`src/include/disp_macros.svh`:
```
// Widths, register map and raster timing for the display controller
// Timing is a tiny 8x4 visible frame, not a real VGA mode
`ifndef DISP_MACROS_SVH
`define DISP_MACROS_SVH

// Bus widths
`define ADDR_WIDTH     16        // MPU and VRAM address
`define DATA_WIDTH     16        // MPU and VRAM data
`define RGB_WIDTH      18        // RGB666 screen color

`define HCOUNT_WIDTH   10
`define VCOUNT_WIDTH   10

// Horizontal timing in clocks
`define H_ACTIVE       8
`define H_FRONT        1
`define H_SYNC         2
`define H_BACK         1
`define H_TOTAL        (`H_ACTIVE + `H_FRONT + `H_SYNC + `H_BACK)

// Vertical timing in lines
`define V_ACTIVE       4
`define V_FRONT        1
`define V_SYNC         1
`define V_BACK         0
`define V_TOTAL        (`V_ACTIVE + `V_FRONT + `V_SYNC + `V_BACK)

`define REG_BASE       16'hFF00  // First control register
`define NUM_REGS       4
`define PIX_FIFO_DEPTH 4         // Also the fetch credit count

`endif

```
`src/hdl/disp_pkg.sv`:
```
// Shared types for the display controller
// Field widths follow disp_macros.svh
`include "disp_macros.svh"

package disp_pkg;

  // One RGB565 framebuffer word
  typedef logic [15:0] pixel_t;

  // One MPU bus cycle
  typedef struct packed {
    logic                   en;
    logic                   rd;
    logic                   wr;
    logic [1:0]             be;     // Bit 0 is the low byte
    logic [`ADDR_WIDTH-1:0] addr;
    logic [`DATA_WIDTH-1:0] wdata;
  } mpu_req_t;

  // One VRAM access
  typedef struct packed {
    logic                   en;
    logic                   wr;     // Low means read
    logic [1:0]             be;
    logic [`ADDR_WIDTH-1:0] addr;
    logic [`DATA_WIDTH-1:0] wdata;
  } vram_req_t;

  // Register offsets from REG_BASE
  typedef enum logic [1:0] {
    REG_CTRL     = 2'd0,  // Bit 0 enables the display
    REG_FB_BASE  = 2'd1,
    REG_BG_COLOR = 2'd2,
    REG_STRIDE   = 2'd3
  } reg_idx_e;

  // Live register values for the fetcher and output stage
  typedef struct packed {
    logic                   enable;
    logic [`ADDR_WIDTH-1:0] fb_base;
    logic [`ADDR_WIDTH-1:0] stride;   // Words per framebuffer row
    pixel_t                 bg_color;
  } disp_cfg_t;

  // Raster position and flags
  typedef struct packed {
    logic [`HCOUNT_WIDTH-1:0] h_pos;
    logic [`VCOUNT_WIDTH-1:0] v_pos;
    logic                     hblank;
    logic                     vblank;
    logic                     frame_start;  // First clock of vsync
  } raster_t;

  typedef enum logic [1:0] {
    FETCH_IDLE,
    FETCH_RUN,
    FETCH_DONE
  } fetch_state_e;

endpackage

```
`src/hdl/raster_timing.sv`:
```
// Raster counters with active-high sync, one clock per pixel
// hsync and vsync leave one clock late to line up with the registered pixels
`timescale 1ns/1ps
`include "disp_macros.svh"

module raster_timing (
  input  logic              clk,
  input  logic              rst_n,
  output disp_pkg::raster_t raster,
  output logic              hsync,
  output logic              vsync
);

  localparam int HW = `HCOUNT_WIDTH;
  localparam int VW = `VCOUNT_WIDTH;

  localparam logic [HW-1:0] H_LAST   = HW'(`H_TOTAL - 1);
  localparam logic [HW-1:0] H_ACT    = HW'(`H_ACTIVE);
  localparam logic [HW-1:0] HS_START = HW'(`H_ACTIVE + `H_FRONT);
  localparam logic [HW-1:0] HS_END   = HW'(`H_ACTIVE + `H_FRONT + `H_SYNC);
  localparam logic [VW-1:0] V_LAST   = VW'(`V_TOTAL - 1);
  localparam logic [VW-1:0] V_ACT    = VW'(`V_ACTIVE);
  localparam logic [VW-1:0] VS_START = VW'(`V_ACTIVE + `V_FRONT);
  localparam logic [VW-1:0] VS_END   = VW'(`V_ACTIVE + `V_FRONT + `V_SYNC);

  logic [HW-1:0] h_pos;
  logic [VW-1:0] v_pos;
  logic          line_end;   // Last clock of a line
  logic          hsync_win;  // Position inside the hsync window
  logic          vsync_win;

  assign line_end = (h_pos == H_LAST);

  // Position counters, v_pos steps at each line end
  always_ff @(posedge clk or negedge rst_n) begin
    if (!rst_n) begin
      h_pos <= '0;
      v_pos <= '0;
    end else if (line_end) begin
      h_pos <= '0;
      v_pos <= (v_pos == V_LAST) ? '0 : v_pos + 1'b1;  // Frame wrap
    end else begin
      h_pos <= h_pos + 1'b1;
    end
  end

  assign hsync_win = (h_pos >= HS_START) && (h_pos < HS_END);
  assign vsync_win = (v_pos >= VS_START) && (v_pos < VS_END);

  // Delayed to match pixel_out
  always_ff @(posedge clk or negedge rst_n) begin
    if (!rst_n) begin
      hsync <= 1'b0;
      vsync <= 1'b0;
    end else begin
      hsync <= hsync_win;
      vsync <= vsync_win;
    end
  end

  assign raster.h_pos       = h_pos;
  assign raster.v_pos       = v_pos;
  assign raster.hblank      = (h_pos >= H_ACT);
  assign raster.vblank      = (v_pos >= V_ACT);
  assign raster.frame_start = (v_pos == VS_START) && (h_pos == '0);  // One clock per frame

  // Counter never runs past the line
  a_hpos_range : assert property (@(posedge clk) disable iff (!rst_n)
    h_pos <= H_LAST);

endmodule

```
`src/hdl/host_decode.sv`:
```
// MPU decode and control registers, the MPU is never stalled
// Reads return one clock after the request, for registers and VRAM alike
`timescale 1ns/1ps
`include "disp_macros.svh"

module host_decode (
  input  logic                   clk,
  input  logic                   rst_n,
  input  disp_pkg::mpu_req_t     mpu_req,
  input  logic [`DATA_WIDTH-1:0] vram_rdata,
  output logic [`DATA_WIDTH-1:0] mpu_rdata,
  output logic                   mpu_rvalid,
  output disp_pkg::vram_req_t    host_vram,
  output disp_pkg::disp_cfg_t    cfg
);
  import disp_pkg::*;

  localparam int AW = `ADDR_WIDTH;
  localparam int DW = `DATA_WIDTH;
  localparam int NB = DW / 8;  // Bytes per word

  localparam logic [AW-1:0] REG_LO = `REG_BASE;
  localparam logic [AW-1:0] REG_HI = AW'(`REG_BASE + `NUM_REGS - 1);

  logic [DW-1:0] regs [`NUM_REGS];
  logic          reg_sel;      // Cycle targets a register
  reg_idx_e      reg_idx;
  logic          rd_reg_q;     // Last read was a register read
  logic [DW-1:0] reg_rdata_q;

  assign reg_sel = mpu_req.en && (mpu_req.addr >= REG_LO) && (mpu_req.addr <= REG_HI);
  assign reg_idx = reg_idx_e'(mpu_req.addr[1:0]);

  // Byte-merged register writes
  always_ff @(posedge clk or negedge rst_n) begin
    if (!rst_n) begin
      for (int i = 0; i < `NUM_REGS; i++) begin
        regs[i] <= '0;
      end
    end else if (reg_sel && mpu_req.wr) begin
      for (int b = 0; b < NB; b++) begin
        if (mpu_req.be[b]) begin
          regs[reg_idx][8*b +: 8] <= mpu_req.wdata[8*b +: 8];  // Untouched bytes kept
        end
      end
    end
  end

  // Read return tracking
  always_ff @(posedge clk or negedge rst_n) begin
    if (!rst_n) begin
      mpu_rvalid <= 1'b0;
      rd_reg_q   <= 1'b0;
    end else begin
      mpu_rvalid <= mpu_req.en && mpu_req.rd;
      rd_reg_q   <= reg_sel && mpu_req.rd;
    end
  end

  always_ff @(posedge clk) begin
    if (reg_sel && mpu_req.rd) begin
      reg_rdata_q <= regs[reg_idx];
    end
  end

  // VRAM data arrives one clock after the request
  assign mpu_rdata = rd_reg_q ? reg_rdata_q : vram_rdata;

  // Everything outside the register window goes to VRAM
  always_comb begin
    host_vram.en    = mpu_req.en && !reg_sel && (mpu_req.rd || mpu_req.wr);
    host_vram.wr    = mpu_req.wr;
    host_vram.be    = mpu_req.be;
    host_vram.addr  = mpu_req.addr;
    host_vram.wdata = mpu_req.wdata;
  end

  assign cfg.enable   = regs[REG_CTRL][0];
  assign cfg.fb_base  = regs[REG_FB_BASE];
  assign cfg.stride   = regs[REG_STRIDE];
  assign cfg.bg_color = regs[REG_BG_COLOR];

  // MPU protocol check
  a_rd_wr_excl : assert property (@(posedge clk) disable iff (!rst_n)
    mpu_req.en |-> !(mpu_req.rd && mpu_req.wr));

endmodule

```
`src/hdl/vram_arbiter.sv`:
```
// Fixed priority VRAM mux, host first, fetcher otherwise
// VRAM read data is assumed valid one clock after the request
`timescale 1ns/1ps
`include "disp_macros.svh"

module vram_arbiter (
  input  logic                   clk,
  input  logic                   rst_n,
  input  disp_pkg::vram_req_t    host_vram,
  input  disp_pkg::vram_req_t    gpu_vram,
  output disp_pkg::vram_req_t    vram_req,
  output logic                   gpu_grant,
  output logic                   gpu_rvalid,
  input  logic [`DATA_WIDTH-1:0] vram_rdata,
  output logic [`DATA_WIDTH-1:0] gpu_rdata
);

  logic host_grant;
  logic gpu_own_q;  // Fetcher owned the previous read

  assign host_grant = host_vram.en;               // Host always wins
  assign gpu_grant  = gpu_vram.en && !host_grant; // Fetcher waits otherwise

  always_comb begin
    if (host_grant) begin
      vram_req = host_vram;
    end else if (gpu_grant) begin
      vram_req = gpu_vram;
    end else begin
      vram_req = '0;  // Idle bus
    end
  end

  always_ff @(posedge clk or negedge rst_n) begin
    if (!rst_n) begin
      gpu_own_q <= 1'b0;
    end else begin
      gpu_own_q <= gpu_grant && !gpu_vram.wr;
    end
  end

  // Data goes back to the fetcher only after its own read
  assign gpu_rvalid = gpu_own_q;
  assign gpu_rdata  = vram_rdata;

  // Only the host ever writes VRAM
  a_host_only_writes : assert property (@(posedge clk) disable iff (!rst_n)
    vram_req.en && vram_req.wr |-> host_grant);

endmodule

```
`src/hdl/pixel_fetch.sv`:
```
// Raster-order framebuffer reads, one credit per read
// Base, stride and enable are taken at frame start only
`timescale 1ns/1ps
`include "disp_macros.svh"

module pixel_fetch #(
  parameter int CREDITS = `PIX_FIFO_DEPTH
) (
  input  logic                   clk,
  input  logic                   rst_n,
  input  disp_pkg::raster_t      raster,
  input  disp_pkg::disp_cfg_t    cfg,
  output disp_pkg::vram_req_t    gpu_vram,
  input  logic                   gpu_grant,
  input  logic                   gpu_rvalid,
  input  logic [`DATA_WIDTH-1:0] gpu_rdata,
  input  logic                   credit_return,
  output disp_pkg::pixel_t       pix,
  output logic                   pix_valid
);
  import disp_pkg::*;

  localparam int AW = `ADDR_WIDTH;
  localparam int HW = `HCOUNT_WIDTH;
  localparam int VW = `VCOUNT_WIDTH;
  localparam int CW = $clog2(CREDITS + 1);

  localparam logic [HW-1:0] COL_LAST = HW'(`H_ACTIVE - 1);
  localparam logic [VW-1:0] ROW_LAST = VW'(`V_ACTIVE - 1);

  fetch_state_e  state;
  logic [CW-1:0] credits;
  logic [HW-1:0] col;
  logic [VW-1:0] row;
  logic [AW-1:0] row_base;  // fb_base + row * stride
  logic [AW-1:0] stride_q;
  logic          issue;     // Read accepted this clock
  logic          drop_q;    // Clock after frame start

  // Read request, never without a credit
  assign gpu_vram.en    = (state == FETCH_RUN) && (credits != '0);
  assign gpu_vram.wr    = 1'b0;
  assign gpu_vram.be    = '1;
  assign gpu_vram.addr  = row_base + AW'(col);
  assign gpu_vram.wdata = '0;

  assign issue = gpu_vram.en && gpu_grant;

  // Walk the visible frame
  always_ff @(posedge clk or negedge rst_n) begin
    if (!rst_n) begin
      state    <= FETCH_IDLE;
      col      <= '0;
      row      <= '0;
      row_base <= '0;
      stride_q <= '0;
    end else if (raster.frame_start) begin
      state    <= cfg.enable ? FETCH_RUN : FETCH_IDLE;  // Disabled frame stays idle
      col      <= '0;
      row      <= '0;
      row_base <= cfg.fb_base;
      stride_q <= cfg.stride;
    end else if (issue) begin
      if (col == COL_LAST) begin
        col      <= '0;
        row      <= row + 1'b1;
        row_base <= row_base + stride_q;  // Next framebuffer row
        if (row == ROW_LAST) begin
          state <= FETCH_DONE;  // Wait for the next frame
        end
      end else begin
        col <= col + 1'b1;
      end
    end
  end

  // Credits refill at every frame start along with the FIFO flush
  always_ff @(posedge clk or negedge rst_n) begin
    if (!rst_n) begin
      credits <= CW'(CREDITS);
      drop_q  <= 1'b0;
    end else begin
      drop_q <= raster.frame_start;
      if (raster.frame_start) begin
        credits <= CW'(CREDITS);
      end else begin
        credits <= credits - CW'(issue) + CW'(credit_return);
      end
    end
  end

  // Stale word from the old frame is dropped
  assign pix       = gpu_rdata;
  assign pix_valid = gpu_rvalid && !drop_q;

  // pixel_out never returns more than was spent
  a_credit_max : assert property (@(posedge clk) disable iff (!rst_n)
    credits <= CW'(CREDITS));

endmodule

```
`src/hdl/pixel_out.sv`:
```
// Pixel FIFO, RGB565 to RGB666 and screen drive, outputs one clock late
// An empty FIFO during an active pixel shows bg_color
`timescale 1ns/1ps
`include "disp_macros.svh"

module pixel_out #(
  parameter int DEPTH = `PIX_FIFO_DEPTH
) (
  input  logic                  clk,
  input  logic                  rst_n,
  input  disp_pkg::raster_t     raster,
  input  disp_pkg::disp_cfg_t   cfg,
  input  disp_pkg::pixel_t      pix,
  input  logic                  pix_valid,
  output logic                  credit_return,
  output logic                  vga_de,
  output logic [`RGB_WIDTH-1:0] vga_rgb
);
  import disp_pkg::*;

  localparam int PW = (DEPTH > 1) ? $clog2(DEPTH) : 1;
  localparam int CW = $clog2(DEPTH + 1);

  pixel_t        mem [DEPTH];
  logic [PW-1:0] wr_ptr;
  logic [PW-1:0] rd_ptr;
  logic [CW-1:0] count;
  logic          active;  // Visible pixel this clock
  logic          empty;
  logic          full;
  logic          pop;

  // 5-bit fields get their MSB copied down, green passes
  function automatic logic [`RGB_WIDTH-1:0] rgb565_to_666(input pixel_t p);
    return {p[15:11], p[15], p[10:5], p[4:0], p[4]};
  endfunction

  function automatic logic [PW-1:0] next_ptr(input logic [PW-1:0] p);
    return (p == PW'(DEPTH - 1)) ? '0 : p + 1'b1;
  endfunction

  assign active        = !raster.hblank && !raster.vblank;
  assign empty         = (count == '0);
  assign full          = (count == CW'(DEPTH));
  assign pop           = active && !empty;  // Pops even when disabled
  assign credit_return = pop;

  // FIFO control, flushed at frame start
  always_ff @(posedge clk or negedge rst_n) begin
    if (!rst_n) begin
      wr_ptr <= '0;
      rd_ptr <= '0;
      count  <= '0;
    end else if (raster.frame_start) begin
      wr_ptr <= '0;
      rd_ptr <= '0;
      count  <= '0;
    end else begin
      if (pix_valid) begin
        wr_ptr <= next_ptr(wr_ptr);
      end
      if (pop) begin
        rd_ptr <= next_ptr(rd_ptr);
      end
      count <= count + CW'(pix_valid) - CW'(pop);
    end
  end

  always_ff @(posedge clk) begin
    if (pix_valid) begin
      mem[wr_ptr] <= pix;
    end
  end

  // Registered screen outputs
  always_ff @(posedge clk or negedge rst_n) begin
    if (!rst_n) begin
      vga_de  <= 1'b0;
      vga_rgb <= '0;
    end else begin
      vga_de <= active;
      if (!active) begin
        vga_rgb <= '0;                             // Blanking
      end else if (cfg.enable && !empty) begin
        vga_rgb <= rgb565_to_666(mem[rd_ptr]);
      end else begin
        vga_rgb <= rgb565_to_666(cfg.bg_color);    // Disabled or underflow
      end
    end
  end

  // Fetcher credits keep the FIFO from overflowing
  a_no_overflow : assert property (@(posedge clk) disable iff (!rst_n)
    pix_valid && !raster.frame_start |-> !full);

endmodule

```
`src/hdl/disp_top.sv`:
```
// Display controller top, MPU bus in, VRAM bus and screen out
// Request and read data use separate ports, no tristate buses
`timescale 1ns/1ps
`include "disp_macros.svh"

module disp_top (
  input  logic                   clk,
  input  logic                   rst_n,
  input  disp_pkg::mpu_req_t     mpu_req,
  output logic [`DATA_WIDTH-1:0] mpu_rdata,
  output logic                   mpu_rvalid,
  output disp_pkg::vram_req_t    vram_req,
  input  logic [`DATA_WIDTH-1:0] vram_rdata,
  output logic                   hsync,
  output logic                   vsync,
  output logic                   vga_de,
  output logic [`RGB_WIDTH-1:0]  vga_rgb
);
  import disp_pkg::*;

  raster_t                raster;
  disp_cfg_t              cfg;
  vram_req_t              host_vram;      // Decoded MPU access to VRAM
  vram_req_t              gpu_vram;       // Fetcher reads
  logic                   gpu_grant;
  logic                   gpu_rvalid;
  logic [`DATA_WIDTH-1:0] gpu_rdata;
  pixel_t                 pix;
  logic                   pix_valid;
  logic                   credit_return;  // One per popped pixel

  raster_timing u_raster (
    .clk    (clk),
    .rst_n  (rst_n),
    .raster (raster),
    .hsync  (hsync),
    .vsync  (vsync)
  );

  host_decode u_decode (
    .clk        (clk),
    .rst_n      (rst_n),
    .mpu_req    (mpu_req),
    .vram_rdata (vram_rdata),
    .mpu_rdata  (mpu_rdata),
    .mpu_rvalid (mpu_rvalid),
    .host_vram  (host_vram),
    .cfg        (cfg)
  );

  vram_arbiter u_arb (
    .clk        (clk),
    .rst_n      (rst_n),
    .host_vram  (host_vram),
    .gpu_vram   (gpu_vram),
    .vram_req   (vram_req),
    .gpu_grant  (gpu_grant),
    .gpu_rvalid (gpu_rvalid),
    .vram_rdata (vram_rdata),
    .gpu_rdata  (gpu_rdata)
  );

  pixel_fetch #(.CREDITS(`PIX_FIFO_DEPTH)) u_fetch (
    .clk           (clk),
    .rst_n         (rst_n),
    .raster        (raster),
    .cfg           (cfg),
    .gpu_vram      (gpu_vram),
    .gpu_grant     (gpu_grant),
    .gpu_rvalid    (gpu_rvalid),
    .gpu_rdata     (gpu_rdata),
    .credit_return (credit_return),
    .pix           (pix),
    .pix_valid     (pix_valid)
  );

  pixel_out #(.DEPTH(`PIX_FIFO_DEPTH)) u_out (
    .clk           (clk),
    .rst_n         (rst_n),
    .raster        (raster),
    .cfg           (cfg),
    .pix           (pix),
    .pix_valid     (pix_valid),
    .credit_return (credit_return),
    .vga_de        (vga_de),
    .vga_rgb       (vga_rgb)
  );

endmodule

```
`config.mk`:
```
export PLATFORM = sky130hd
export DESIGN_NAME = disp_top
export DESIGN_NICKNAME = d
export VERILOG_FILES = /design/src/hdl/disp_pkg.sv /design/src/hdl/raster_timing.sv /design/src/hdl/host_decode.sv /design/src/hdl/vram_arbiter.sv /design/src/hdl/pixel_fetch.sv /design/src/hdl/pixel_out.sv /design/src/hdl/disp_top.sv
export VERILOG_INCLUDE_DIRS = /design/src /design/src/include
export SDC_FILE = /design/constraint.sdc
export NUM_CORES = 1
export LEC_CHECK = 0
export BUFFER_PORTS_ARGS = -buffer_cell sky130_fd_sc_hd__buf_2
export CAP_MARGIN = 20
export CORE_ASPECT_RATIO = 0.75
export CORE_MARGIN = 4
export CORE_UTILIZATION = 57
export CTS_CLUSTER_DIAMETER = 100
export DETAILED_ROUTE_END_ITERATION = 8
export PLACE_DENSITY = 0.86
export SLEW_MARGIN = 10
export SYNTH_ARGS = -nofsm -noshare
export SYNTH_HDL_FRONTEND = slang
export SYNTH_HIERARCHICAL = 1
export SYNTH_SLANG_ARGS = --single-unit
export TNS_END_PERCENT = 10
```
`constraint.sdc`:
```
create_clock -name clk -period 3.9 [get_ports clk]
set_clock_uncertainty 0.2 [all_clocks]
set_input_delay 0.195 -clock clk [delete_from_list [all_inputs] [get_ports clk]]
set_output_delay 0.195 -clock clk [all_outputs]
set_load 0.02 [all_outputs]
```
==> metrics.yaml, run 1 <==
run_status:
  outcome: "complete, no violations"
pwr:
  switching_share: 0.224
  peakVddDrop_v: 0.000283
  clockPowerShare: 0.418
  power_leakage_nw: 6.55
  switchingPower_mw: 1.14
  p_int_mw: 3.98
  p_seq_frac: 0.530
  combPwrFrac: 0.051
  p_per_area_mw_per_mm2: 348
  total_power_mw: 5.12
synth:
  async_reset_ff_frac: 0.681
  yosysUniqueCellTypes: 76
  synth_ff_type: "dfrtp_1"
  synthMuxAreaShare: 0.139
  synth_compound_area_frac: 0.0829
  netlist_area_mm2: 0.0138
  yosysWarnings: 6
  synth-edff-count: 80
  yosysSeqAreaShare: 0.484
  postSynthCellCount: 1158
  avgSynthCellArea_um2: 11.9
  synth_xor_area_frac: 0.0304
  yosys.area_share.simple: 0.115
  synth_top_family_by_area: "multiplexers"
  ys_ff_latch: 251
  yosys.area_share.adder: 0.0438
critical_path:
  startpoint_type: "flip-flop"
  critPathLaunch: "u_fetch/row_base[0]"
  critical_path_class: "flip-flop to primary output"
  crit_arrival_ns: 3.11
  crit_fanout: 4
  reg2reg_to: "u_out/count[2]"
  r2r_slack_ns: 0.57
  r2r_start: "u_raster/v_pos[5]"
  end_kind: "primary output"
  cp.required_ns: 3.50
  worst_r2r_path_depth: 12
detailed_routing:
  drt_first_pass_iters: 7
  first_iter_violations: 878
  wl_um: 31300
  route.detailed.drc: 0
  ant_nets: 0
  wl_per_cell_um: 20.7
  vias: 9138
  vias_per_cell: 6.04
clocking:
  path_clk_slew_ns: 0.06
  root_buffer: "clkbuf_16"
  cts_resized: 0
  post_cts_buffers: 0
  numCtsBuffers: 24
  cts_num_sinks: 251
  clockBufferDepth: 3
  clock_latency_ns: 0.53
  cts_tree: "done"
  htreeDepth: 1
timing:
  rsz0062_at_grt: "false"
  maxSlewHeadroom: 0.325
  worst_pin_slew_ns: 1.01
  slew_viol_final: 0
  hold_ws_ns: 0.0478
  setup_slack_ns: 0.390
  min_period_ns: 3.51
  setup_tns_ns: 0
  setup_viol: 0
  timing.fmax_mhz: 285
  finalCritPeriodShare: 0.900
  hold_violations: 0
grt:
  grt_pass1_vias: 9115
  grt_first_pass_wirelength_um: 49300
  gr-total-overflow: 0
  grt_max_degree: 99
  antenna_found_initial: 0
  grt_use_total: 0.229
placement:
  pre_cts_ws_ns: 0.623
  io_buffers: 128
  placed_cell_area_mm2: 0.0137
  dp.cells: 1433
  gp_congestion: 0.938
  place_hpwl_um: 21500
floorplanning:
  die_h_um: 143
  dieArea_mm2: 0.0268
  core_mm2: 0.0239
  die_x_um: 188
  start_util: 0.578
  num_rows: 49
  io_pins: 129
finish:
  fin_cells: 1512
  n_antenna_cell: 0
  final_cell_area_mm2: 0.0147
  fillers: 1817
  drive_gt1_frac: 0.274
  nets: 1289
  post-route-util: 0.615
  syn_to_final_growth_pct: 6.50
job:
  drv_cap: 0
hold_path:
  min_path_type: "input port to asynchronous set/reset pin"
## layout by cell type (no fill, tap or decap), types with 10 or more instances in the layout
cell type,count
xor2_1,17
clkbuf_1,11
conb_1,19
and3_1,15
mux4_2,32
nor2_1,39
o21ai_1,28
mux2_4,16
a21oi_1,33
nand3_1,26
buf_2,127
a22o_1,21
nand2_1,110
clkbuf_16,24
o21ai_2,10
nor3_1,16
o21ai_0,36
dfrtp_1,170
edfxtp_1,80
xnor2_1,31
dlygate4sd3_1,35
ha_1,42
inv_1,27
mux2_2,80
## synth_stat cells, drive strengths merged (16+ instances only)
| cell | n | area (µm²) |
|---|---|---|
| inv | 28 | 105 |
| mux2 | 96 | 1140 |
| xnor2 | 31 | 272 |
| o21ai | 74 | 408 |
| a21oi | 34 | 181 |
| xor2 | 17 | 149 |
| edfxtp | 80 | 2400 |
| and3 | 16 | 105 |
| dfrtp | 170 | 4250 |
| nor3 | 19 | 110 |
| mux4 | 32 | 721 |
| nand3 | 26 | 130 |
| nor2 | 42 | 163 |
| nand2 | 110 | 413 |
| buf | 171 | 1290 |
| ha | 42 | 526 |
| a22o | 21 | 184 |
## critical path, cell delays in order (launching register included)
cell and delay [ns]:
dfrtp_1 0.43, ha_1 0.20, inv_1 0.05, fa_1 0.40, nor2b_1 0.13, o21a_1 0.13, o21ai_0 0.13, a21oi_1 0.33
o2111ai_1 0.23, xnor2_1 0.18, nand2_1 0.07, o21ai_1 0.12, buf_2 0.18
## area by class of cell
type                            count  area, µm²  area share
Clock buffer                       36        656      0.0446
Clock inverter                      8       51.3     0.00349
Inverter                           28        105     0.00714
Multi-Input combinational cell    714       5770       0.392
Sequential cell                   251       6680       0.454
Tap cell                          306        383      0.0260
Timing Repair Buffer              169       1070      0.0725
## power by group through the flow
stage | combinational [mW] | clock, mW | sequential (mW)
floorplan | 0.172 | 0 | 2.77
global placement | 0.231 | 0 | 2.77
detailed placement | 0.237 | 0 | 2.77
CTS | 0.264 | 2.17 | 2.72
global route | 0.287 | 2.28 | 2.71
finish | 0.264 | 2.14 | 2.72
## worst max path at each step
stage / to / slack [ns] / depth (start not counted)
after floorplan: u_fetch/stride_q[0] / 0.50 / 6
after global placement: u_out/count[2] / 0.79 / 12
after detailed placement: u_out/count[2] / 0.62 / 12
after CTS: vram_req[30] / 0.38 / 12
after global routing: vram_req[28] / 0.15 / 12
final: vram_req[30] / 0.39 / 12
## timing repair
| item | 4_1_cts | 5_1_grt |
|---|---|---|
| hold buffers | 35 | 0 |
| setup endpoints to repair | 0 | 0 |
| hold endpoints to repair | 202 | 0 |
## registers in the layout, summed over array words and instances, names as in the netlist, 3 cells and up
signal / count
u_fetch/row_base: 16
u_fetch/col: 10
u_decode/regs: 15
u_raster/v_pos: 10
u_fetch/row: 10
u_fetch/stride_q: 16
u_out/count: 3
u_decode/cfg: 49
u_fetch/credits: 3
u_out/vga_rgb: 16
u_out/mem: 64
u_raster/h_pos: 10
u_decode/reg_rdata_q: 16
## cells by family (layout without fill, tap and decap cells)
| group | Yosys count | count (layout) |
|---|---|---|
| other cells | 2 | 19 |
| fa+ha+maj | 46 | 46 |
| compound gates | 176 | 176 |
| xor+xnor | 48 | 48 |
| flops | 251 | 251 |
| mux | 134 | 134 |
| buf+inv | 210 | 241 |
| simple gates | 291 | 291 |
## metal layers
layer / global-route usage / wire length (µm) / vias up / share of wire
li1: - / - / 4080 / -
met3: 0.0371 / 2580 / 51 / 0.082
met2: 0.382 / 15000 / 450 / 0.48
met5: 0 / 0 / - / 0
met4: 0.0425 / 509 / 0 / 0.016
met1: 0.325 / 13200 / 4557 / 0.42
Note: power is estimated with default switching activity, not from simulation.
==> inputs of run 2 (changes only) <==
==> constraint.sdc (replaced) <==
create_clock -name clk -period 3.61 [get_ports clk]
set_clock_uncertainty 0.2 [all_clocks]
set_input_delay 0.1805 -clock clk [delete_from_list [all_inputs] [get_ports clk]]
set_output_delay 0.1805 -clock clk [all_outputs]
set_load 0.02 [all_outputs]
==> run 2 against run 1 <==
Sequential cell count unchanged. Highest routed layer unchanged. Combinational power up 8.3%. Sequential power is 7.7% higher. Critical endpoint is now vram_req[28]. Largest power group unchanged.
==> metrics.yaml, run 2 (synthesized netlist as in run 1, its figures left out) <==
finish:
  nets: 1297  # +0.62%
  final_cell_mix: "dfrtp_1, buf_2, nand2_1"
  largest_reg_flops: 64  # unchanged
  layout_commonest_cell: "dfrtp_1"
  fillers: 1764  # -2.9%
  post-route-util: 0.622  # +0.00638
  top_register: "u_out/mem"
  fin_cells: 1520  # +0.53%
  drive_gt1_frac: 0.284  # +0.0106
  n_antenna_cell: 0  # unchanged
  syn_to_final_growth_pct: 7.61
grt:
  grt_pass1_vias: 9216  # +1.1%
  grt_use_total: 0.235  # +0.00663
  gr-total-overflow: 0  # unchanged
  grtUsageMet3: 0.0406  # +0.00342
  met1_usage: 0.332  # +0.00719
  grt-busiest-layer: "met2"
  grt_first_pass_wirelength_um: 50700  # +2.9%
  antenna_found_initial: 0  # unchanged
  use_met2: 0.392  # +0.0103
  grt_max_degree: 84  # -15%
floorplanning:
  core_mm2: 0.0239  # unchanged
  dieArea_mm2: 0.0268  # unchanged
  start_util: 0.578  # unchanged
  io_pins: 129  # unchanged
  die_h_um: 143  # unchanged
  num_rows: 49  # unchanged
  die_x_um: 188  # unchanged
pwr:
  combPwrFrac: 0.049  # -0.002
  switching_share: 0.220  # -0.00322
  p_seq_frac: 0.507  # -0.023
  p_per_area_mw_per_mm2: 389  # +12%
  switchingPower_mw: 1.27  # +11%
  power_leakage_nw: 6.63  # +1.2%
  peakVddDrop_v: 0.000405  # +43%
  clockPowerShare: 0.443  # +0.025
  p_int_mw: 4.51  # +13%
clocking:
  root_buffer: "clkbuf_16"
  path_clk_slew_ns: 0.07  # about the same
  cts_tree: "done"
  clockBufferDepth: 3  # unchanged
  htreeDepth: 1  # unchanged
  numCtsBuffers: 24  # unchanged
  cts_num_sinks: 251  # unchanged
  clock_latency_ns: 0.53  # about the same
timing:
  setup_viol: 0  # unchanged
  hold_ws_ns: 0.0605  # +0.0127 ns
  slew_viol_final: 0  # unchanged
  timing.fmax_mhz: 296
  setup_slack_ns: 0.235  # -0.155 ns
  worst_pin_slew_ns: 1.01  # -0.00167 ns
  hold_violations: 0  # unchanged
  setup_tns_ns: 0  # unchanged
  finalCritPeriodShare: 0.935
  min_period_ns: 3.37
  maxSlewHeadroom: 0.326  # +0.00112
critical_path:
  worstSetupPathDepth: 12  # unchanged
  startpoint_type: "flip-flop"
  slowest_stage: "fa_1"
  crit_top_cell: "o21ai_1"
  r2r_slack_ns: 0.43  # -0.14 ns
  critPathLaunch: "u_fetch/row_base[0]"
  crit_family: "compound AO/OA/AOI/OAI gates"
  crit_fanout: 4  # unchanged
  crit_arrival_ns: 2.99  # -0.12 ns
  cp.buffers_inverters: 2  # unchanged
  critical_path_class: "flip-flop to primary output"
  worst_r2r_path_depth: 12  # unchanged
  reg2reg_to: "u_out/count[2]"
  end_kind: "primary output"
  r2r_start: "u_raster/h_pos[9]"
  cp.required_ns: 3.23  # -0.27 ns
  critPathMaxStageDelay_ns: 0.42  # about the same
  path_cells: "ha_1, inv_1, fa_1, nor2b_1, o21a_1, o21ai_1, a21oi_2, o2111ai_1, xnor2_1, nand2_1, o21ai_1, buf_2"
  endpoint: "vram_req[28]"
placement:
  place_hpwl_um: 21600  # +0.46%
  gp_congestion: 0.932  # -0.61%
  dp.cells: 1440  # +0.49%
  pre_cts_ws_ns: 0.516  # -0.107 ns
  io_buffers: 128  # unchanged
run_status:
  outcome: "complete, no violations"
detailed_routing:
  wl_per_cell_um: 21.2  # +2.5%
  vias: 9236  # +1.1%
  route.detailed.drc: 0  # unchanged
  vias_per_cell: 6.08  # +0.54%
  drt_first_pass_iters: 5  # -2
  first_iter_violations: 917  # +4.4%
  ant_nets: 0  # unchanged
  wl_um: 32200  # +3.0%
job:
  drv_cap: 0  # unchanged
hold_path:
  min_path_type: "input port to asynchronous set/reset pin"
run 2: worst reg2reg max path, delay by kind of cell, from the launching register on:
| kind | cells | cell delay (ns) |
|---|---|---|
| xor gates and xnor gates | 1 | 0.17 |
| DFF | 1 | 0.41 |
| buffers and inverters | 2 | 0.12 |
| adders and majority gates | 3 | 0.79 |
| and+or+nand+nor | 6 | 1.39 |
run 2: how the worst min path moves through the flow:
stage	start	to	slack, ns	depth (start not counted)
finish	rst_n	u_decode/mpu_rvalid	0.06	2
global route	mpu_req[33]	u_decode/cfg[44]	0.07	4
CTS	mpu_req[33]	u_decode/cfg[42]	0.05	4
detailed placement	rst_n	u_decode/mpu_rvalid	0.07	1
global placement	rst_n	u_decode/mpu_rvalid	0.07	1
floorplan	rst_n	u_arb/gpu_rvalid	-0.32	0
run 2: per-layer routing:
layer  part of all wire  up-vias
met5                  0        -
met4              0.021        0
met3              0.078       73
met2               0.47      445
met1               0.43     4619
li1                   -     4099
run 2: timing repair:
action                     4_1_cts  5_1_grt
buffers inserted                 0        1
resized for setup                0        3
hold buffers                    35        0
hold endpoints to repair       210        0
setup endpoints to repair        0        5
run 2: per-stage QoR:
stage / cell area [µm²] / total power, mW
finish: 14900 / 5.79
global route: 14900 / 5.96
CTS: 14900 / 5.82
detailed placement: 13700 / 3.25
global placement: 13700 / 3.24
floorplan: 13900 / 3.18
run 2: cell type report:
| cell class | instances | area (µm²) | share of cell area |
|---|---|---|---|
| Multi-Input combinational cell | 714 | 5780 | 0.389 |
| Sequential cell | 251 | 6680 | 0.449 |
| Tap cell | 306 | 383 | 0.0258 |
| Inverter | 28 | 105 | 0.00707 |
| Clock inverter | 16 | 155 | 0.0104 |
| Timing Repair Buffer | 177 | 1130 | 0.0758 |
| Clock buffer | 28 | 637 | 0.0428 |
run 2: power groups by stage:
stage | sequential [mW] | combinational, mW | clock (mW)
after floorplan | 2.99 | 0.186 | 0
after global placement | 2.99 | 0.252 | 0
after detailed placement | 2.99 | 0.258 | 0
after CTS | 2.93 | 0.288 | 2.60
after global routing | 2.93 | 0.314 | 2.71
final | 2.93 | 0.286 | 2.57
==> inputs of run 3 (changes only) <==
--- a/config.mk
+++ b/config.mk
@@ -10,13 +10,12 @@
 export CAP_MARGIN = 20
 export CORE_ASPECT_RATIO = 0.75
 export CORE_MARGIN = 4
-export CORE_UTILIZATION = 57
+export CORE_UTILIZATION = 35
 export CTS_CLUSTER_DIAMETER = 100
 export DETAILED_ROUTE_END_ITERATION = 8
-export PLACE_DENSITY = 0.86
+export PLACE_DENSITY = 0.61
 export SLEW_MARGIN = 10
 export SYNTH_ARGS = -nofsm -noshare
 export SYNTH_HDL_FRONTEND = slang
 export SYNTH_HIERARCHICAL = 1
 export SYNTH_SLANG_ARGS = --single-unit
-export TNS_END_PERCENT = 10
==> run 3 against run 2 <==
Routed wire length about the same. Register-to-register slack about the same. Count of clock-buffer cells in the layout is 6 higher. Clock power rose by 6%. Core utilization is 23 points lower. Sequential share of layout area is 1.1 points lower. Sequential cell count unchanged. Cell count grew 14%. Non-clock buffer count fell by 2. Via count down 5.7%. Global-route usage decreased by 8.7 points. Combinational power hardly changed. Critical path type unchanged.
==> metrics.yaml, run 3 (synthesized netlist as in run 1, its figures left out) <==
floorplanning:
  die_x_um: 237  # +26%
  start_util: 0.358  # -0.220
  die_h_um: 180  # +26%
  core_mm2: 0.0386  # +62%
  dieArea_mm2: 0.0428  # +59%
  num_rows: 62  # +27%
  io_pins: 129  # unchanged
finish:
  syn_to_final_growth_pct: 10.2
  layout_commonest_cell: "dfrtp_1"
  final_cell_area_mm2: 0.0152  # +2.4%
  top_register: "u_out/mem"
  drive_gt1_frac: 0.290  # +0.00611
  n_antenna_cell: 0  # unchanged
  largest_reg_flops: 64  # unchanged
  fillers: 3682  # +110%
  final_cell_mix: "dfrtp_1, buf_2, nand2_1"
  nets: 1297  # unchanged
critical_path:
  critPathMaxStageDelay_ns: 0.42  # about the same
  crit_top_cell: "o21ai_1"
  startpoint_type: "flip-flop"
  path_cells: "ha_2, inv_1, fa_1, nor2b_1, o21a_1, o21ai_1, a21oi_2, o2111ai_1, xnor2_1, nand2_1, o21ai_1, buf_2"
  cp.required_ns: 3.23  # about the same
  end_kind: "primary output"
  crit_family: "compound AO/OA/AOI/OAI gates"
  critical_path_class: "flip-flop to primary output"
  crit_fanout: 5  # +1
  cp.buffers_inverters: 2  # unchanged
  slowest_stage: "dfrtp_1"
  crit_arrival_ns: 3.06  # +0.07 ns
detailed_routing:
  route.detailed.drc: 0  # unchanged
  wl_um: 32200  # about the same
  wl_per_cell_um: 18.6  # -12%
  vias: 8714  # -5.7%
  first_iter_violations: 624  # -32%
  drt_first_pass_iters: 5  # unchanged
  ant_nets: 0  # unchanged
  vias_per_cell: 5.04  # -17%
clocking:
  htreeDepth: 1  # unchanged
  numCtsBuffers: 26  # +8.3%
  clock_latency_ns: 0.53  # about the same
  path_clk_slew_ns: 0.06  # about the same
  cts_tree: "done"
  root_buffer: "clkbuf_16"
  cts_num_sinks: 251  # unchanged
  post_cts_buffers: 0  # unchanged
  clockBufferDepth: 3  # unchanged
hold_path:
  min_path_type: "input port to asynchronous set/reset pin"
pwr:
  total_power_mw: 5.95  # +2.8%
  power_leakage_nw: 6.67  # +0.65%
  peakVddDrop_v: 0.000277  # -31%
  p_per_area_mw_per_mm2: 391  # +0.36%
run_status:
  outcome: "complete, no violations"
grt:
  grt_first_pass_wirelength_um: 51100  # +0.64%
  grt_pass1_vias: 8758  # -5.0%
  grt_use_total: 0.148  # -0.0873
  antenna_found_initial: 0  # unchanged
  grt_max_degree: 75  # -11%
  gr-total-overflow: 0  # unchanged
timing:
  min_period_ns: 3.44  # +0.0638 ns
  maxSlewHeadroom: 0.318  # -0.00827
  timing.fmax_mhz: 291  # -1.9%
  finalCritPeriodShare: 0.953  # +0.0177
  worst_pin_slew_ns: 1.02  # +0.0124 ns
  setup_viol: 0  # unchanged
  hold_violations: 0  # unchanged
  rsz0062_at_grt: "false"
  slew_viol_final: 0  # unchanged
  setup_tns_ns: 0  # unchanged
placement:
  gp_congestion: 0.858  # -8.0%
  io_buffers: 128  # unchanged
  place_hpwl_um: 23000  # +6.5%
  placed_cell_area_mm2: 0.0140  # +1.9%
job:
  drv_cap: 0  # unchanged
[run 3: cell count changes in the layout (fill, tap and decap cells not counted), moves of 2 or more]
cell	before	now
clkinv_1	6	1
clkbuf_16	25	29
buf_4	12	9
bufinv_16	3	1
clkinv_2	4	6
clkinv_4	0	2
clkinvlp_4	3	1
[run 3: power breakdown]
part / internal (mW) / leakage [nW] / switching (mW)
Clock: 1.57 / 0.434 / 1.16
Sequential: 2.93 / 3.07 / 0.000162
Combinational: 0.101 / 3.16 / 0.186
Total: 4.60 / 6.67 / 1.35
[run 3: path summary, 6_finish.rpt]
| kind | from | endpoint | slack [ns] | depth (start not counted) |
|---|---|---|---|---|
| hold / removal | rst_n | u_fetch/row[7] | 0.02 | 2 |
| min in group clk | mpu_req[33] | u_decode/cfg[47] | 0.04 | 4 |
| hold reg to reg | u_decode/regs[60] | u_decode/regs[60] | 0.30 | 1 |
| max in group asynchronous | rst_n | u_raster/h_pos[2] | 2.26 | 3 |
| setup reg to reg | u_raster/h_pos[9] | u_out/count[2] | 0.42 | 12 |
| setup / recovery | u_fetch/col[0] | vram_req[30] | 0.17 | 12 |
[run 3: per-stage QoR]
stage,hold WS (ns),setup slack (ns),util,instances
3_3_place_gp,0.0367,0.567,0.362,1644
6_report,0.0156,0.171,0.394,1728
5_1_grt,0.0497,0.00963,0.394,1728
3_5_place_dp,0.0361,0.433,0.362,1644
2_1_floorplan,-0.315,0.210,-,1175
4_1_cts,0.0284,0.0983,0.394,1728
[run 3: routing by layer]
layer  routed length [µm]  track usage
met3                 1450       0.0249
met2                14500        0.232
met1                15700        0.218
met4                  527       0.0287
met5                    0            0
[run 3: final cells by class]
type                    count  area, µm²  share of cell area
clock inverters            14        125             0.00822
well taps                 512        641              0.0421
flip-flops and latches    251       6680               0.439
inverters                  28        105             0.00690
clock buffers              34        754              0.0496
multi-input cells         714       5790               0.380
repair buffers            175       1130              0.0742
[run 3: repair_timing]
action / 4_1_cts / 5_1_grt
resized for setup: 0 / 6
endpoints found under the setup margin: 0 / 6
hold buffers: 36 / 0
hold endpoints to repair: 195 / 0
